## src/rtl/soc_periph_pkg.sv

```systemverilog
package soc_periph_pkg;

    localparam int ADDR_W = 32;
    localparam int DATA_W = 32;
    localparam int DIV_W  = 16;

    // Regions are matched on the upper 16 address bits.
    localparam logic [ADDR_W-1:0] CLINT_BASE = 32'h0200_0000;
    localparam logic [ADDR_W-1:0] UART_BASE  = 32'h1000_0000;

    localparam logic [15:0] CLINT_MSIP_OFS        = 16'h0000;
    localparam logic [15:0] CLINT_MTIMECMP_LO_OFS = 16'h4000;
    localparam logic [15:0] CLINT_MTIMECMP_HI_OFS = 16'h4004;
    localparam logic [15:0] CLINT_MTIME_LO_OFS    = 16'hBFF8;
    localparam logic [15:0] CLINT_MTIME_HI_OFS    = 16'hBFFC;

    localparam logic [15:0] UART_TXDATA_OFS = 16'h0000;
    localparam logic [15:0] UART_RXDATA_OFS = 16'h0004;
    localparam logic [15:0] UART_STATUS_OFS = 16'h0008;
    localparam logic [15:0] UART_DIV_OFS    = 16'h000C;
    localparam logic [15:0] UART_IE_OFS     = 16'h0010;

    // Bit positions in the UART status word.
    localparam int ST_RX_VALID   = 0;
    localparam int ST_TX_BUSY    = 1;
    localparam int ST_RX_OVERRUN = 2;

endpackage

```

## src/rtl/apb_if.sv

```systemverilog
`timescale 1ns/1ns

interface apb_if;
    import soc_periph_pkg::*;

    logic [ADDR_W-1:0] paddr;
    logic              psel;
    logic              penable;
    logic              pwrite;
    logic [DATA_W-1:0] pwdata;
    logic [DATA_W-1:0] prdata;
    logic              pready;
    logic              pslverr;

    modport master (
        output paddr, psel, penable, pwrite, pwdata,
        input  prdata, pready, pslverr
    );

    modport slave (
        input  paddr, psel, penable, pwrite, pwdata,
        output prdata, pready, pslverr
    );

endinterface

```

## src/rtl/apb_decoder.sv

```systemverilog
`timescale 1ns/1ns

module apb_decoder (
    input  logic                              core_clk,
    input  logic                              arst_n_i,
    input  logic [soc_periph_pkg::ADDR_W-1:0] paddr_i,
    input  logic                              psel_i,
    input  logic                              penable_i,
    input  logic                              pwrite_i,
    input  logic [soc_periph_pkg::DATA_W-1:0] pwdata_i,
    output logic [soc_periph_pkg::DATA_W-1:0] prdata_o,
    output logic                              pready_o,
    output logic                              pslverr_o,
    apb_if.master                             clint_bus,
    apb_if.master                             uart_bus
);
    import soc_periph_pkg::*;

    logic hit_clint;
    logic hit_uart;
    logic sel_clint;
    logic sel_uart;
    logic err_q;

    assign hit_clint = (paddr_i[ADDR_W-1:16] == CLINT_BASE[ADDR_W-1:16]);
    assign hit_uart  = (paddr_i[ADDR_W-1:16] == UART_BASE[ADDR_W-1:16]);
    assign sel_clint = psel_i & hit_clint;
    assign sel_uart  = psel_i & hit_uart;

    assign clint_bus.paddr   = {{(ADDR_W-16){1'b0}}, paddr_i[15:0]};
    assign clint_bus.psel    = sel_clint;
    assign clint_bus.penable = penable_i & sel_clint;
    assign clint_bus.pwrite  = pwrite_i;
    assign clint_bus.pwdata  = pwdata_i;

    assign uart_bus.paddr    = {{(ADDR_W-16){1'b0}}, paddr_i[15:0]};
    assign uart_bus.psel     = sel_uart;
    assign uart_bus.penable  = penable_i & sel_uart;
    assign uart_bus.pwrite   = pwrite_i;
    assign uart_bus.pwdata   = pwdata_i;

    // Unmapped transfer is answered in its access cycle, flagged during setup.
    always_ff @(posedge core_clk or negedge arst_n_i) begin
        if (!arst_n_i) begin
            err_q <= 1'b0;
        end else begin
            err_q <= psel_i & ~penable_i & ~hit_clint & ~hit_uart;
        end
    end

    always_comb begin
        prdata_o  = '0;
        pready_o  = err_q;
        pslverr_o = err_q;
        if (sel_clint) begin
            prdata_o  = clint_bus.prdata;
            pready_o  = clint_bus.pready;
            pslverr_o = clint_bus.pslverr;
        end else if (sel_uart) begin
            prdata_o  = uart_bus.prdata;
            pready_o  = uart_bus.pready;
            pslverr_o = uart_bus.pslverr;
        end
    end

    a_one_device: assert property (@(posedge core_clk) disable iff (!arst_n_i)
        !(clint_bus.psel && uart_bus.psel))
        else $error("psel forwarded to both devices");

endmodule

```

## src/rtl/clint_regs.sv

```systemverilog
`timescale 1ns/1ns

module clint_regs (
    input  logic core_clk,
    input  logic arst_n_i,
    apb_if.slave bus,
    output logic timer_irq_o,
    output logic soft_irq_o
);
    import soc_periph_pkg::*;

    logic        pready_q;
    logic        access;
    logic        wr_en;
    logic [15:0] ofs;
    logic        msip_q;
    logic [63:0] mtime_q;
    logic [63:0] mtimecmp_q;
    logic        timer_irq_q;
    logic        soft_irq_q;

    assign ofs    = bus.paddr[15:0];
    assign access = bus.psel & bus.penable & pready_q;
    assign wr_en  = access & bus.pwrite;

    // Zero wait states, ready rises in the access cycle.
    always_ff @(posedge core_clk or negedge arst_n_i) begin
        if (!arst_n_i) begin
            pready_q <= 1'b0;
        end else begin
            pready_q <= bus.psel & ~bus.penable;
        end
    end

    assign bus.pready  = pready_q;
    assign bus.pslverr = 1'b0;

    always_ff @(posedge core_clk or negedge arst_n_i) begin
        if (!arst_n_i) begin
            msip_q     <= 1'b0;
            mtimecmp_q <= '1;
        end else if (wr_en) begin
            case (ofs)
                CLINT_MSIP_OFS:        msip_q <= bus.pwdata[0];
                CLINT_MTIMECMP_LO_OFS: mtimecmp_q[31:0] <= bus.pwdata;
                CLINT_MTIMECMP_HI_OFS: mtimecmp_q[63:32] <= bus.pwdata;
                default: ;
            endcase
        end
    end

    // A write to either half loads it instead of counting that cycle.
    always_ff @(posedge core_clk or negedge arst_n_i) begin
        if (!arst_n_i) begin
            mtime_q <= '0;
        end else if (wr_en && ofs == CLINT_MTIME_LO_OFS) begin
            mtime_q <= {mtime_q[63:32], bus.pwdata};
        end else if (wr_en && ofs == CLINT_MTIME_HI_OFS) begin
            mtime_q <= {bus.pwdata, mtime_q[31:0]};
        end else begin
            mtime_q <= mtime_q + 64'd1;
        end
    end

    always_comb begin
        case (ofs)
            CLINT_MSIP_OFS:        bus.prdata = {{(DATA_W-1){1'b0}}, msip_q};
            CLINT_MTIMECMP_LO_OFS: bus.prdata = mtimecmp_q[31:0];
            CLINT_MTIMECMP_HI_OFS: bus.prdata = mtimecmp_q[63:32];
            CLINT_MTIME_LO_OFS:    bus.prdata = mtime_q[31:0];
            CLINT_MTIME_HI_OFS:    bus.prdata = mtime_q[63:32];
            default:               bus.prdata = '0;
        endcase
    end

    always_ff @(posedge core_clk or negedge arst_n_i) begin
        if (!arst_n_i) begin
            timer_irq_q <= 1'b0;
            soft_irq_q  <= 1'b0;
        end else begin
            timer_irq_q <= (mtime_q >= mtimecmp_q);
            soft_irq_q  <= msip_q;
        end
    end

    assign timer_irq_o = timer_irq_q;
    assign soft_irq_o  = soft_irq_q;

    a_ready_in_psel: assert property (@(posedge core_clk) disable iff (!arst_n_i)
        bus.pready |-> bus.psel)
        else $error("CLINT pready outside a transfer");

endmodule

```

## src/rtl/soc_periph_top.sv

```systemverilog
`timescale 1ns/1ns

module soc_periph_top #(
    parameter logic [soc_periph_pkg::DIV_W-1:0] DEFAULT_DIV = 16
) (
    input  logic                              core_clk,
    input  logic                              arst_n_i,
    input  logic [soc_periph_pkg::ADDR_W-1:0] paddr_i,
    input  logic                              psel_i,
    input  logic                              penable_i,
    input  logic                              pwrite_i,
    input  logic [soc_periph_pkg::DATA_W-1:0] pwdata_i,
    output logic [soc_periph_pkg::DATA_W-1:0] prdata_o,
    output logic                              pready_o,
    output logic                              pslverr_o,
    input  logic                              rxd_i,
    output logic                              txd_o,
    output logic                              timer_irq_o,
    output logic                              soft_irq_o,
    output logic                              uart_irq_o
);
    import soc_periph_pkg::*;

    logic [DIV_W-1:0] divisor;
    logic             tx_start;
    logic [7:0]       tx_byte;
    logic             tx_busy;
    logic             rx_done;
    logic [7:0]       rx_byte;

    apb_if clint_apb ();
    apb_if uart_apb ();

    apb_decoder u_decoder (
        .core_clk  (core_clk),
        .arst_n_i  (arst_n_i),
        .paddr_i   (paddr_i),
        .psel_i    (psel_i),
        .penable_i (penable_i),
        .pwrite_i  (pwrite_i),
        .pwdata_i  (pwdata_i),
        .prdata_o  (prdata_o),
        .pready_o  (pready_o),
        .pslverr_o (pslverr_o),
        .clint_bus (clint_apb.master),
        .uart_bus  (uart_apb.master)
    );

    clint_regs u_clint (
        .core_clk    (core_clk),
        .arst_n_i    (arst_n_i),
        .bus         (clint_apb.slave),
        .timer_irq_o (timer_irq_o),
        .soft_irq_o  (soft_irq_o)
    );

    uart_regs #(
        .DEFAULT_DIV (DEFAULT_DIV)
    ) u_uart_regs (
        .core_clk   (core_clk),
        .arst_n_i   (arst_n_i),
        .bus        (uart_apb.slave),
        .divisor_o  (divisor),
        .tx_start_o (tx_start),
        .tx_byte_o  (tx_byte),
        .tx_busy_i  (tx_busy),
        .rx_done_i  (rx_done),
        .rx_byte_i  (rx_byte),
        .irq_o      (uart_irq_o)
    );

    uart_core u_uart_core (
        .core_clk   (core_clk),
        .arst_n_i   (arst_n_i),
        .divisor_i  (divisor),
        .tx_start_i (tx_start),
        .tx_byte_i  (tx_byte),
        .tx_busy_o  (tx_busy),
        .rx_done_o  (rx_done),
        .rx_byte_o  (rx_byte),
        .rxd_i      (rxd_i),
        .txd_o      (txd_o)
    );

endmodule

```

## src/rtl/uart_core.sv

```systemverilog
`timescale 1ns/1ns

module uart_core (
    input  logic                             core_clk,
    input  logic                             arst_n_i,
    input  logic [soc_periph_pkg::DIV_W-1:0] divisor_i,
    input  logic                             tx_start_i,
    input  logic [7:0]                       tx_byte_i,
    output logic                             tx_busy_o,
    output logic                             rx_done_o,
    output logic [7:0]                       rx_byte_o,
    input  logic                             rxd_i,
    output logic                             txd_o
);
    import soc_periph_pkg::*;

    logic [DIV_W-1:0] tx_cnt_q;
    logic [3:0]       tx_bit_q;
    logic [8:0]       tx_shift_q;
    logic             tx_busy_q;
    logic             txd_q;

    logic             rxd_s1_q;
    logic             rxd_s2_q;
    logic             rxd_prev_q;
    logic             rx_active_q;
    logic [DIV_W-1:0] rx_cnt_q;
    logic [3:0]       rx_bit_q;
    logic [7:0]       rx_shift_q;
    logic             rx_done_q;

    // Transmitter, start bit driven at once, then data LSB first and stop.
    always_ff @(posedge core_clk or negedge arst_n_i) begin
        if (!arst_n_i) begin
            tx_busy_q <= 1'b0;
            txd_q     <= 1'b1;
            tx_cnt_q  <= '0;
            tx_bit_q  <= '0;
        end else if (!tx_busy_q) begin
            if (tx_start_i) begin
                tx_busy_q <= 1'b1;
                txd_q     <= 1'b0;
                tx_cnt_q  <= '0;
                tx_bit_q  <= '0;
            end
        end else if (tx_cnt_q == divisor_i - DIV_W'(1)) begin
            tx_cnt_q <= '0;
            if (tx_bit_q == 4'd9) begin
                tx_busy_q <= 1'b0;
            end else begin
                txd_q    <= tx_shift_q[0];
                tx_bit_q <= tx_bit_q + 4'd1;
            end
        end else begin
            tx_cnt_q <= tx_cnt_q + DIV_W'(1);
        end
    end

    always_ff @(posedge core_clk) begin
        if (!tx_busy_q && tx_start_i) begin
            tx_shift_q <= {1'b1, tx_byte_i};
        end else if (tx_busy_q && tx_cnt_q == divisor_i - DIV_W'(1)) begin
            tx_shift_q <= {1'b1, tx_shift_q[8:1]};
        end
    end

    always_ff @(posedge core_clk or negedge arst_n_i) begin
        if (!arst_n_i) begin
            rxd_s1_q   <= 1'b1;
            rxd_s2_q   <= 1'b1;
            rxd_prev_q <= 1'b1;
        end else begin
            rxd_s1_q   <= rxd_i;
            rxd_s2_q   <= rxd_s1_q;
            rxd_prev_q <= rxd_s2_q;
        end
    end

    // Receiver samples mid-bit, first at half a divisor after the start edge.
    always_ff @(posedge core_clk or negedge arst_n_i) begin
        if (!arst_n_i) begin
            rx_active_q <= 1'b0;
            rx_cnt_q    <= '0;
            rx_bit_q    <= '0;
            rx_done_q   <= 1'b0;
        end else begin
            rx_done_q <= 1'b0;
            if (!rx_active_q) begin
                if (rxd_prev_q && !rxd_s2_q) begin
                    rx_active_q <= 1'b1;
                    rx_cnt_q    <= divisor_i >> 1;
                    rx_bit_q    <= '0;
                end
            end else if (rx_cnt_q != '0) begin
                rx_cnt_q <= rx_cnt_q - DIV_W'(1);
            end else begin
                rx_cnt_q <= divisor_i - DIV_W'(1);
                rx_bit_q <= rx_bit_q + 4'd1;
                if (rx_bit_q == 4'd0 && rxd_s2_q) begin
                    // Glitch, not a real start bit.
                    rx_active_q <= 1'b0;
                end else if (rx_bit_q == 4'd9) begin
                    rx_active_q <= 1'b0;
                    rx_done_q   <= rxd_s2_q;
                end
            end
        end
    end

    always_ff @(posedge core_clk) begin
        if (rx_active_q && rx_cnt_q == '0 && rx_bit_q != 4'd0 && rx_bit_q != 4'd9) begin
            rx_shift_q <= {rxd_s2_q, rx_shift_q[7:1]};
        end
    end

    assign tx_busy_o = tx_busy_q;
    assign txd_o     = txd_q;
    assign rx_done_o = rx_done_q;
    assign rx_byte_o = rx_shift_q;

endmodule

```

## src/rtl/uart_regs.sv

```systemverilog
`timescale 1ns/1ns

module uart_regs #(
    parameter logic [soc_periph_pkg::DIV_W-1:0] DEFAULT_DIV = 16
) (
    input  logic                             core_clk,
    input  logic                             arst_n_i,
    apb_if.slave                             bus,
    output logic [soc_periph_pkg::DIV_W-1:0] divisor_o,
    output logic                             tx_start_o,
    output logic [7:0]                       tx_byte_o,
    input  logic                             tx_busy_i,
    input  logic                             rx_done_i,
    input  logic [7:0]                       rx_byte_i,
    output logic                             irq_o
);
    import soc_periph_pkg::*;

    logic              pready_q;
    logic              rd_en;
    logic              wr_en;
    logic [15:0]       ofs;
    logic [DIV_W-1:0]  div_q;
    logic              ie_q;
    logic [7:0]        rx_byte_q;
    logic              rx_valid_q;
    logic              rx_overrun_q;
    logic              tx_start_q;
    logic [7:0]        tx_byte_q;
    logic              tx_busy;
    logic              irq_q;
    logic [DATA_W-1:0] status;

    assign ofs   = bus.paddr[15:0];
    assign rd_en = bus.psel & bus.penable & pready_q & ~bus.pwrite;
    assign wr_en = bus.psel & bus.penable & pready_q & bus.pwrite;

    // A pending start counts as busy until the core takes it.
    assign tx_busy = tx_busy_i | tx_start_q;

    always_ff @(posedge core_clk or negedge arst_n_i) begin
        if (!arst_n_i) begin
            pready_q     <= 1'b0;
            div_q        <= DEFAULT_DIV;
            ie_q         <= 1'b0;
            rx_valid_q   <= 1'b0;
            rx_overrun_q <= 1'b0;
            tx_start_q   <= 1'b0;
            irq_q        <= 1'b0;
        end else begin
            pready_q   <= bus.psel & ~bus.penable;
            tx_start_q <= wr_en && ofs == UART_TXDATA_OFS && !tx_busy;
            irq_q      <= rx_valid_q & ie_q;
            if (wr_en && ofs == UART_DIV_OFS) begin
                div_q <= bus.pwdata[DIV_W-1:0];
            end
            if (wr_en && ofs == UART_IE_OFS) begin
                ie_q <= bus.pwdata[0];
            end
            if (rd_en && ofs == UART_RXDATA_OFS) begin
                rx_valid_q <= 1'b0;
            end
            if (rd_en && ofs == UART_STATUS_OFS) begin
                rx_overrun_q <= 1'b0;
            end
            // New byte wins over a clearing read in the same cycle.
            if (rx_done_i) begin
                rx_valid_q <= 1'b1;
                if (rx_valid_q && !(rd_en && ofs == UART_RXDATA_OFS)) begin
                    rx_overrun_q <= 1'b1;
                end
            end
        end
    end

    always_ff @(posedge core_clk) begin
        if (rx_done_i) begin
            rx_byte_q <= rx_byte_i;
        end
        if (wr_en && ofs == UART_TXDATA_OFS) begin
            tx_byte_q <= bus.pwdata[7:0];
        end
    end

    always_comb begin
        status                = '0;
        status[ST_RX_VALID]   = rx_valid_q;
        status[ST_TX_BUSY]    = tx_busy;
        status[ST_RX_OVERRUN] = rx_overrun_q;
        case (ofs)
            UART_RXDATA_OFS: bus.prdata = {{(DATA_W-8){1'b0}}, rx_byte_q};
            UART_STATUS_OFS: bus.prdata = status;
            UART_DIV_OFS:    bus.prdata = {{(DATA_W-DIV_W){1'b0}}, div_q};
            UART_IE_OFS:     bus.prdata = {{(DATA_W-1){1'b0}}, ie_q};
            default:         bus.prdata = '0;
        endcase
    end

    assign bus.pready  = pready_q;
    assign bus.pslverr = 1'b0;
    assign divisor_o   = div_q;
    assign tx_start_o  = tx_start_q;
    assign tx_byte_o   = tx_byte_q;
    assign irq_o       = irq_q;

    a_no_start_busy: assert property (@(posedge core_clk) disable iff (!arst_n_i)
        tx_start_o |-> !tx_busy_i)
        else $error("tx_start issued while transmitter busy");

endmodule

```

## config.mk

```make
export PLATFORM = sky130hd
export DESIGN_NAME = soc_periph_top
export DESIGN_NICKNAME = d
export VERILOG_FILES = /design/src/rtl/soc_periph_pkg.sv /design/src/rtl/apb_if.sv /design/src/rtl/apb_decoder.sv /design/src/rtl/clint_regs.sv /design/src/rtl/soc_periph_top.sv /design/src/rtl/uart_core.sv /design/src/rtl/uart_regs.sv
export SDC_FILE = /design/constraint.sdc
export NUM_CORES = 1
export LEC_CHECK = 0
export BUFFER_PORTS_ARGS = -buffer_cell sky130_fd_sc_hd__buf_4
export CELL_PAD_IN_SITES_DETAIL_PLACEMENT = 1
export CELL_PAD_IN_SITES_GLOBAL_PLACEMENT = 1
export CORE_MARGIN = 3
export CORE_UTILIZATION = 40
export DETAILED_ROUTE_END_ITERATION = 8
export GPL_ROUTABILITY_DRIVEN = 1
export GPL_TIMING_DRIVEN = 0
export PLACE_DENSITY_LB_ADDON = 0.2
export SLEW_MARGIN = 10
export SYNTH_ARGS = -nofsm -noshare
export SYNTH_HDL_FRONTEND = slang
export SYNTH_SLANG_ARGS = --single-unit
```

## constraint.sdc

```tcl
create_clock -name core_clk -period 3.6 [get_ports core_clk]
set_clock_uncertainty 0.2 [all_clocks]
set_input_delay 0.54 -clock core_clk [delete_from_list [all_inputs] [get_ports core_clk]]
set_output_delay 0.54 -clock core_clk [all_outputs]
set_load 0.05 [all_outputs]
```

==> impl.org <==
** Finish
- Of the cells placed in the final design, the portion with a size suffix greater than 1 is 0.249.
- Relative to the synthesized area, the layout overhead comes to 19.7%.
- The sequential cells in the finished layout cover a total of 6100 µm².
- Number of standard cells in the layout, taps in and fillers out :: 2179
- Commonest cells after routing, fill and taps aside :: sky130_fd_sc_hd__nand2_1, sky130_fd_sc_hd__dfrtp_1, sky130_fd_sc_hd__a21oi_1
- The multi-input combinational cells in the finished layout cover a total of 8090 µm².
- Most frequent standard cell in the layout excluding fill and tap cells :: sky130_fd_sc_hd__nand2_1
- After filler insertion, the fill cell instance count of the layout stands at 4079.
- 0 antenna diodes ended up in the layout.
- At the end of the flow, the number of nets in the layout was 1839.

** Power
- Overall power consumption after layout is estimated at 0.00638 W.
- The analysis attributes to cell leakage a power of 6.99 nW.
- Power spread over the standard cell area amounts to 366 nW/µm².
- Max IR drop VDD :: 0.365 mV

** Global route
- Remaining global-route overflow :: 0
- The first global-routing pass estimated 80900 µm of wire.
- Antenna violations before repair :: 0
- Global-route usage over all layers :: 0.265
- The number of global-route vias before repair is 13996.
- Pin count of the biggest net entering global routing :: 70

** Route
- Routed length per placed instance :: 23.8 µm
- After the first detailed-routing iteration, the DRC count stood at 829.
- DRC violations left :: 0
- Dividing the detail-routed via count by the number of cells gives 6.00.
- The detail route stage leaves a number of antenna-violating nets equal to 0.
- The detailed router placed 13067 vias in this run.
- For this block, the routed nets add up to 51800 µm of wire.
- Before antenna repair, the detailed router went through 6 iterations.

** Logic synthesis
- Count of synthesis-stage warnings from yosys :: 0
- Post-Syn Nets :: 1688
- Number of distinct library cells after synthesis :: 73
- In this run the mean area of a mapped cell was 9.43 µm².
- Sequential-to-total area share from yosys stat :: 0.419
- After synthesis, the share of flip-flops with an asynchronous set or reset is 0.863.
- The cell count after synthesis came out at 1544.
- Cell area after technology mapping :: 14600 µm²
- Synth Register Bits :: 234
- In the synthesized netlist the dominant register cell turns out to be sky130_fd_sc_hd__dfrtp_1.
- The synthesized design contains 32 enable-type register cells.

** Timing
- Minimum clock period after layout :: 3.50 ns
- Headroom to the max-slew limit came out at 0.335.
- Based on the critical path, the design can be clocked at up to 0.286 GHz.
- Ratio of final minimum period to clock period :: 0.972
- Final hold vios :: 0
- Slew at the pin closest to its max-slew limit :: 0.998 ns
- Final setup viols :: 0
- Number of max-slew violations in the final report :: 0

** Floorplanning
- The total area inside the core boundary comes to 35700 µm².
- Effective utilization at floorplan :: 0.407
- The floorplan step set the die height to 197 µm.
- Measured along the x axis, the die boundary spans 197 µm.
- Total I/O pin count :: 108
- Number of placement rows :: 69
- Area of the die :: 38700 µm²

** Clock network
- Max Buffers Root-to-Sink :: 3
- After clock tree synthesis, the clock-pin slew on the worst setup and hold paths is 0.06 ns.
- Buffers inserted during clock tree synthesis total 29.
- H-tree lvl count :: 1
- TritonCTS built the clock tree.
- Number of clock sinks :: 234
- Clock latency on the worst-skew pair, taken at its later pin, is 0.57 ns.
- Root buf cell :: sky130_fd_sc_hd__clkbuf_16

** Place
- Buffers on Ports :: 107
- Weighted congestion reported at the end of routability-driven placement :: 0.898
- Post-DP HPWL :: 37900 µm
- Counting tap cells, the placed design contains a total of 2114 instances.

** Run
- Across the run, the number of max-cap violations was 0.

** Worst setup path
- Data arrives at the worst endpoint at 2.76 ns.
- Setup crit start kind :: primary input
- Along the worst path, the maximum fanout reaches 10.
- Critical path data required time :: 2.86 ns
- CP Capture Type :: output port
- R2r worst-path depth :: 7
- The worst setup path is of the in -> out kind.
- Minimum setup slack among reg-to-reg paths :: 0.15 ns

** Run status
- Run status :: finished clean

** Hold path
- Along the worst hold path, the cell count comes to 3.
- Hold WC Path Type :: in -> reg
-- critical path, cell delays in order --
cell                       delay (ns)
sky130_fd_sc_hd__buf_4           0.11
sky130_fd_sc_hd__nor4_1          0.26
sky130_fd_sc_hd__nand3_1         0.16
sky130_fd_sc_hd__nor2_1          0.14
sky130_fd_sc_hd__nand2_1         0.15
sky130_fd_sc_hd__nor3_4          0.25
sky130_fd_sc_hd__nor2_1          0.07
sky130_fd_sc_hd__a31o_2          0.32
sky130_fd_sc_hd__clkbuf_4        0.24
sky130_fd_sc_hd__o22ai_2         0.25
sky130_fd_sc_hd__buf_4           0.24
-- metal layers --
metal	up-vias	global-route usage	share of wire
li1	5965	-	-
met1	6708	0.334	0.42
met2	304	0.479	0.51
met3	90	0.0265	0.033
met4	0	0.0855	0.032
met5	-	0	0
-- area by class of cell --
class	instances	area share
plain buffers	79	0.0211
well taps	461	0.0331
flip-flops and latches	234	0.350
multi-input cells	1140	0.464
repair buffers	123	0.0589
clock buffers	41	0.0471
clock inverters	13	0.00703
inverters	88	0.0189
-- Yosys cell counts (all sizes together), types with 16 or more instances --
master,count,area share
a21o,20,0.010
a221oi,16,0.0096
and3,20,0.0086
buf,20,0.0070
dfstp,69,0.12
o22ai,30,0.013
nor2,79,0.020
inv,88,0.023
xnor2,33,0.020
nor3,26,0.010
o21ai,116,0.040
a22o,17,0.010
dfrtp,133,0.23
edfxtp,32,0.066
nand4,36,0.016
clkbuf,62,0.016
nor4,22,0.013
ha,74,0.064
mux2i,24,0.016
nand3,60,0.021
xor2,25,0.015
nand2,162,0.042
a222oi,17,0.012
a21oi,132,0.046
mux2,91,0.070
-- worst paths after layout --
kind                                       from                      to
setup / recovery                     paddr_i[5]             prdata_o[5]
hold / removal                     pwdata_i[29]     u_clint.mtime_q[29]
setup reg to reg            u_clint.mtime_q[14]     u_clint.mtime_q[53]
hold reg to reg            u_uart_core.rxd_s1_q    u_uart_core.rxd_s2_q
max in group asynchronous              arst_n_i  u_clint.mtimecmp_q[20]
min in group asynchronous              arst_n_i       u_uart_regs.irq_o
-- where the power goes --
group / switching, W / leakage (nW) / internal [W] / total, W
combinational: 0.000307 / 3.97 / 0.000244 / 0.000551
clock: 0.00122 / 0.465 / 0.00172 / 0.00294
sequential: 0.000116 / 2.56 / 0.00277 / 0.00289
-- stage by stage --
stage	utilization	instance area [µm²]	hold slack, ns	TNS [ns]	setup WS (ns)
3_5_place_dp	0.450	16100	0.149	-49.22	-0.906
5_1_grt	0.488	17400	0.0347	-0.346	-0.0341
6_report	0.488	17400	0.0358	0	0.101
3_3_place_gp	0.448	16000	0.149	-38.70	-0.827
4_1_cts	0.483	17300	0.0120	-0.176	-0.0237
2_1_floorplan	-	14600	0.0444	-2.44	-0.327
-- kinds of logic (layout without fill, tap and decap cells) --
| logic type | count (synthesis) | count (layout) | share of synthesized area |
|---|---|---|---|
| AO/OA/AOI/OAI | 407 | 407 | 0.172 |
| multiplexers | 115 | 115 | 0.0869 |
| flip-flops | 234 | 234 | 0.419 |
| adder cells (fa/ha/maj) | 74 | 74 | 0.0636 |
| buffers and inverters | 170 | 344 | 0.0458 |
| AND/OR/NAND/NOR | 480 | 480 | 0.168 |
| XOR/XNOR | 64 | 64 | 0.0442 |
-- registers in the layout, summed over array words and instances, names as in the netlist, 4 cells and up --
signal and count:
u_uart_regs.tx_byte_o 8, u_uart_core.tx_cnt_q 16, u_uart_core.rx_bit_q 4, u_uart_regs.divisor_o 16, u_uart_regs.rx_byte_q 8, u_uart_core.tx_bit_q 4, u_uart_core.rx_byte_o 8, u_uart_core.rx_cnt_q 16
u_clint.mtimecmp_q 64, u_uart_core.tx_shift_q 8, u_clint.mtime_q 64
-- timing repair --
item	in CTS	in global routing
resized for setup	46	34
pin swaps	5	8
endpoints found under the setup margin	67	79
hold buffers	3	0
buffers inserted	6	5
hold endpoints to repair	33	0
Note: power is estimated with default switching activity, not from simulation.
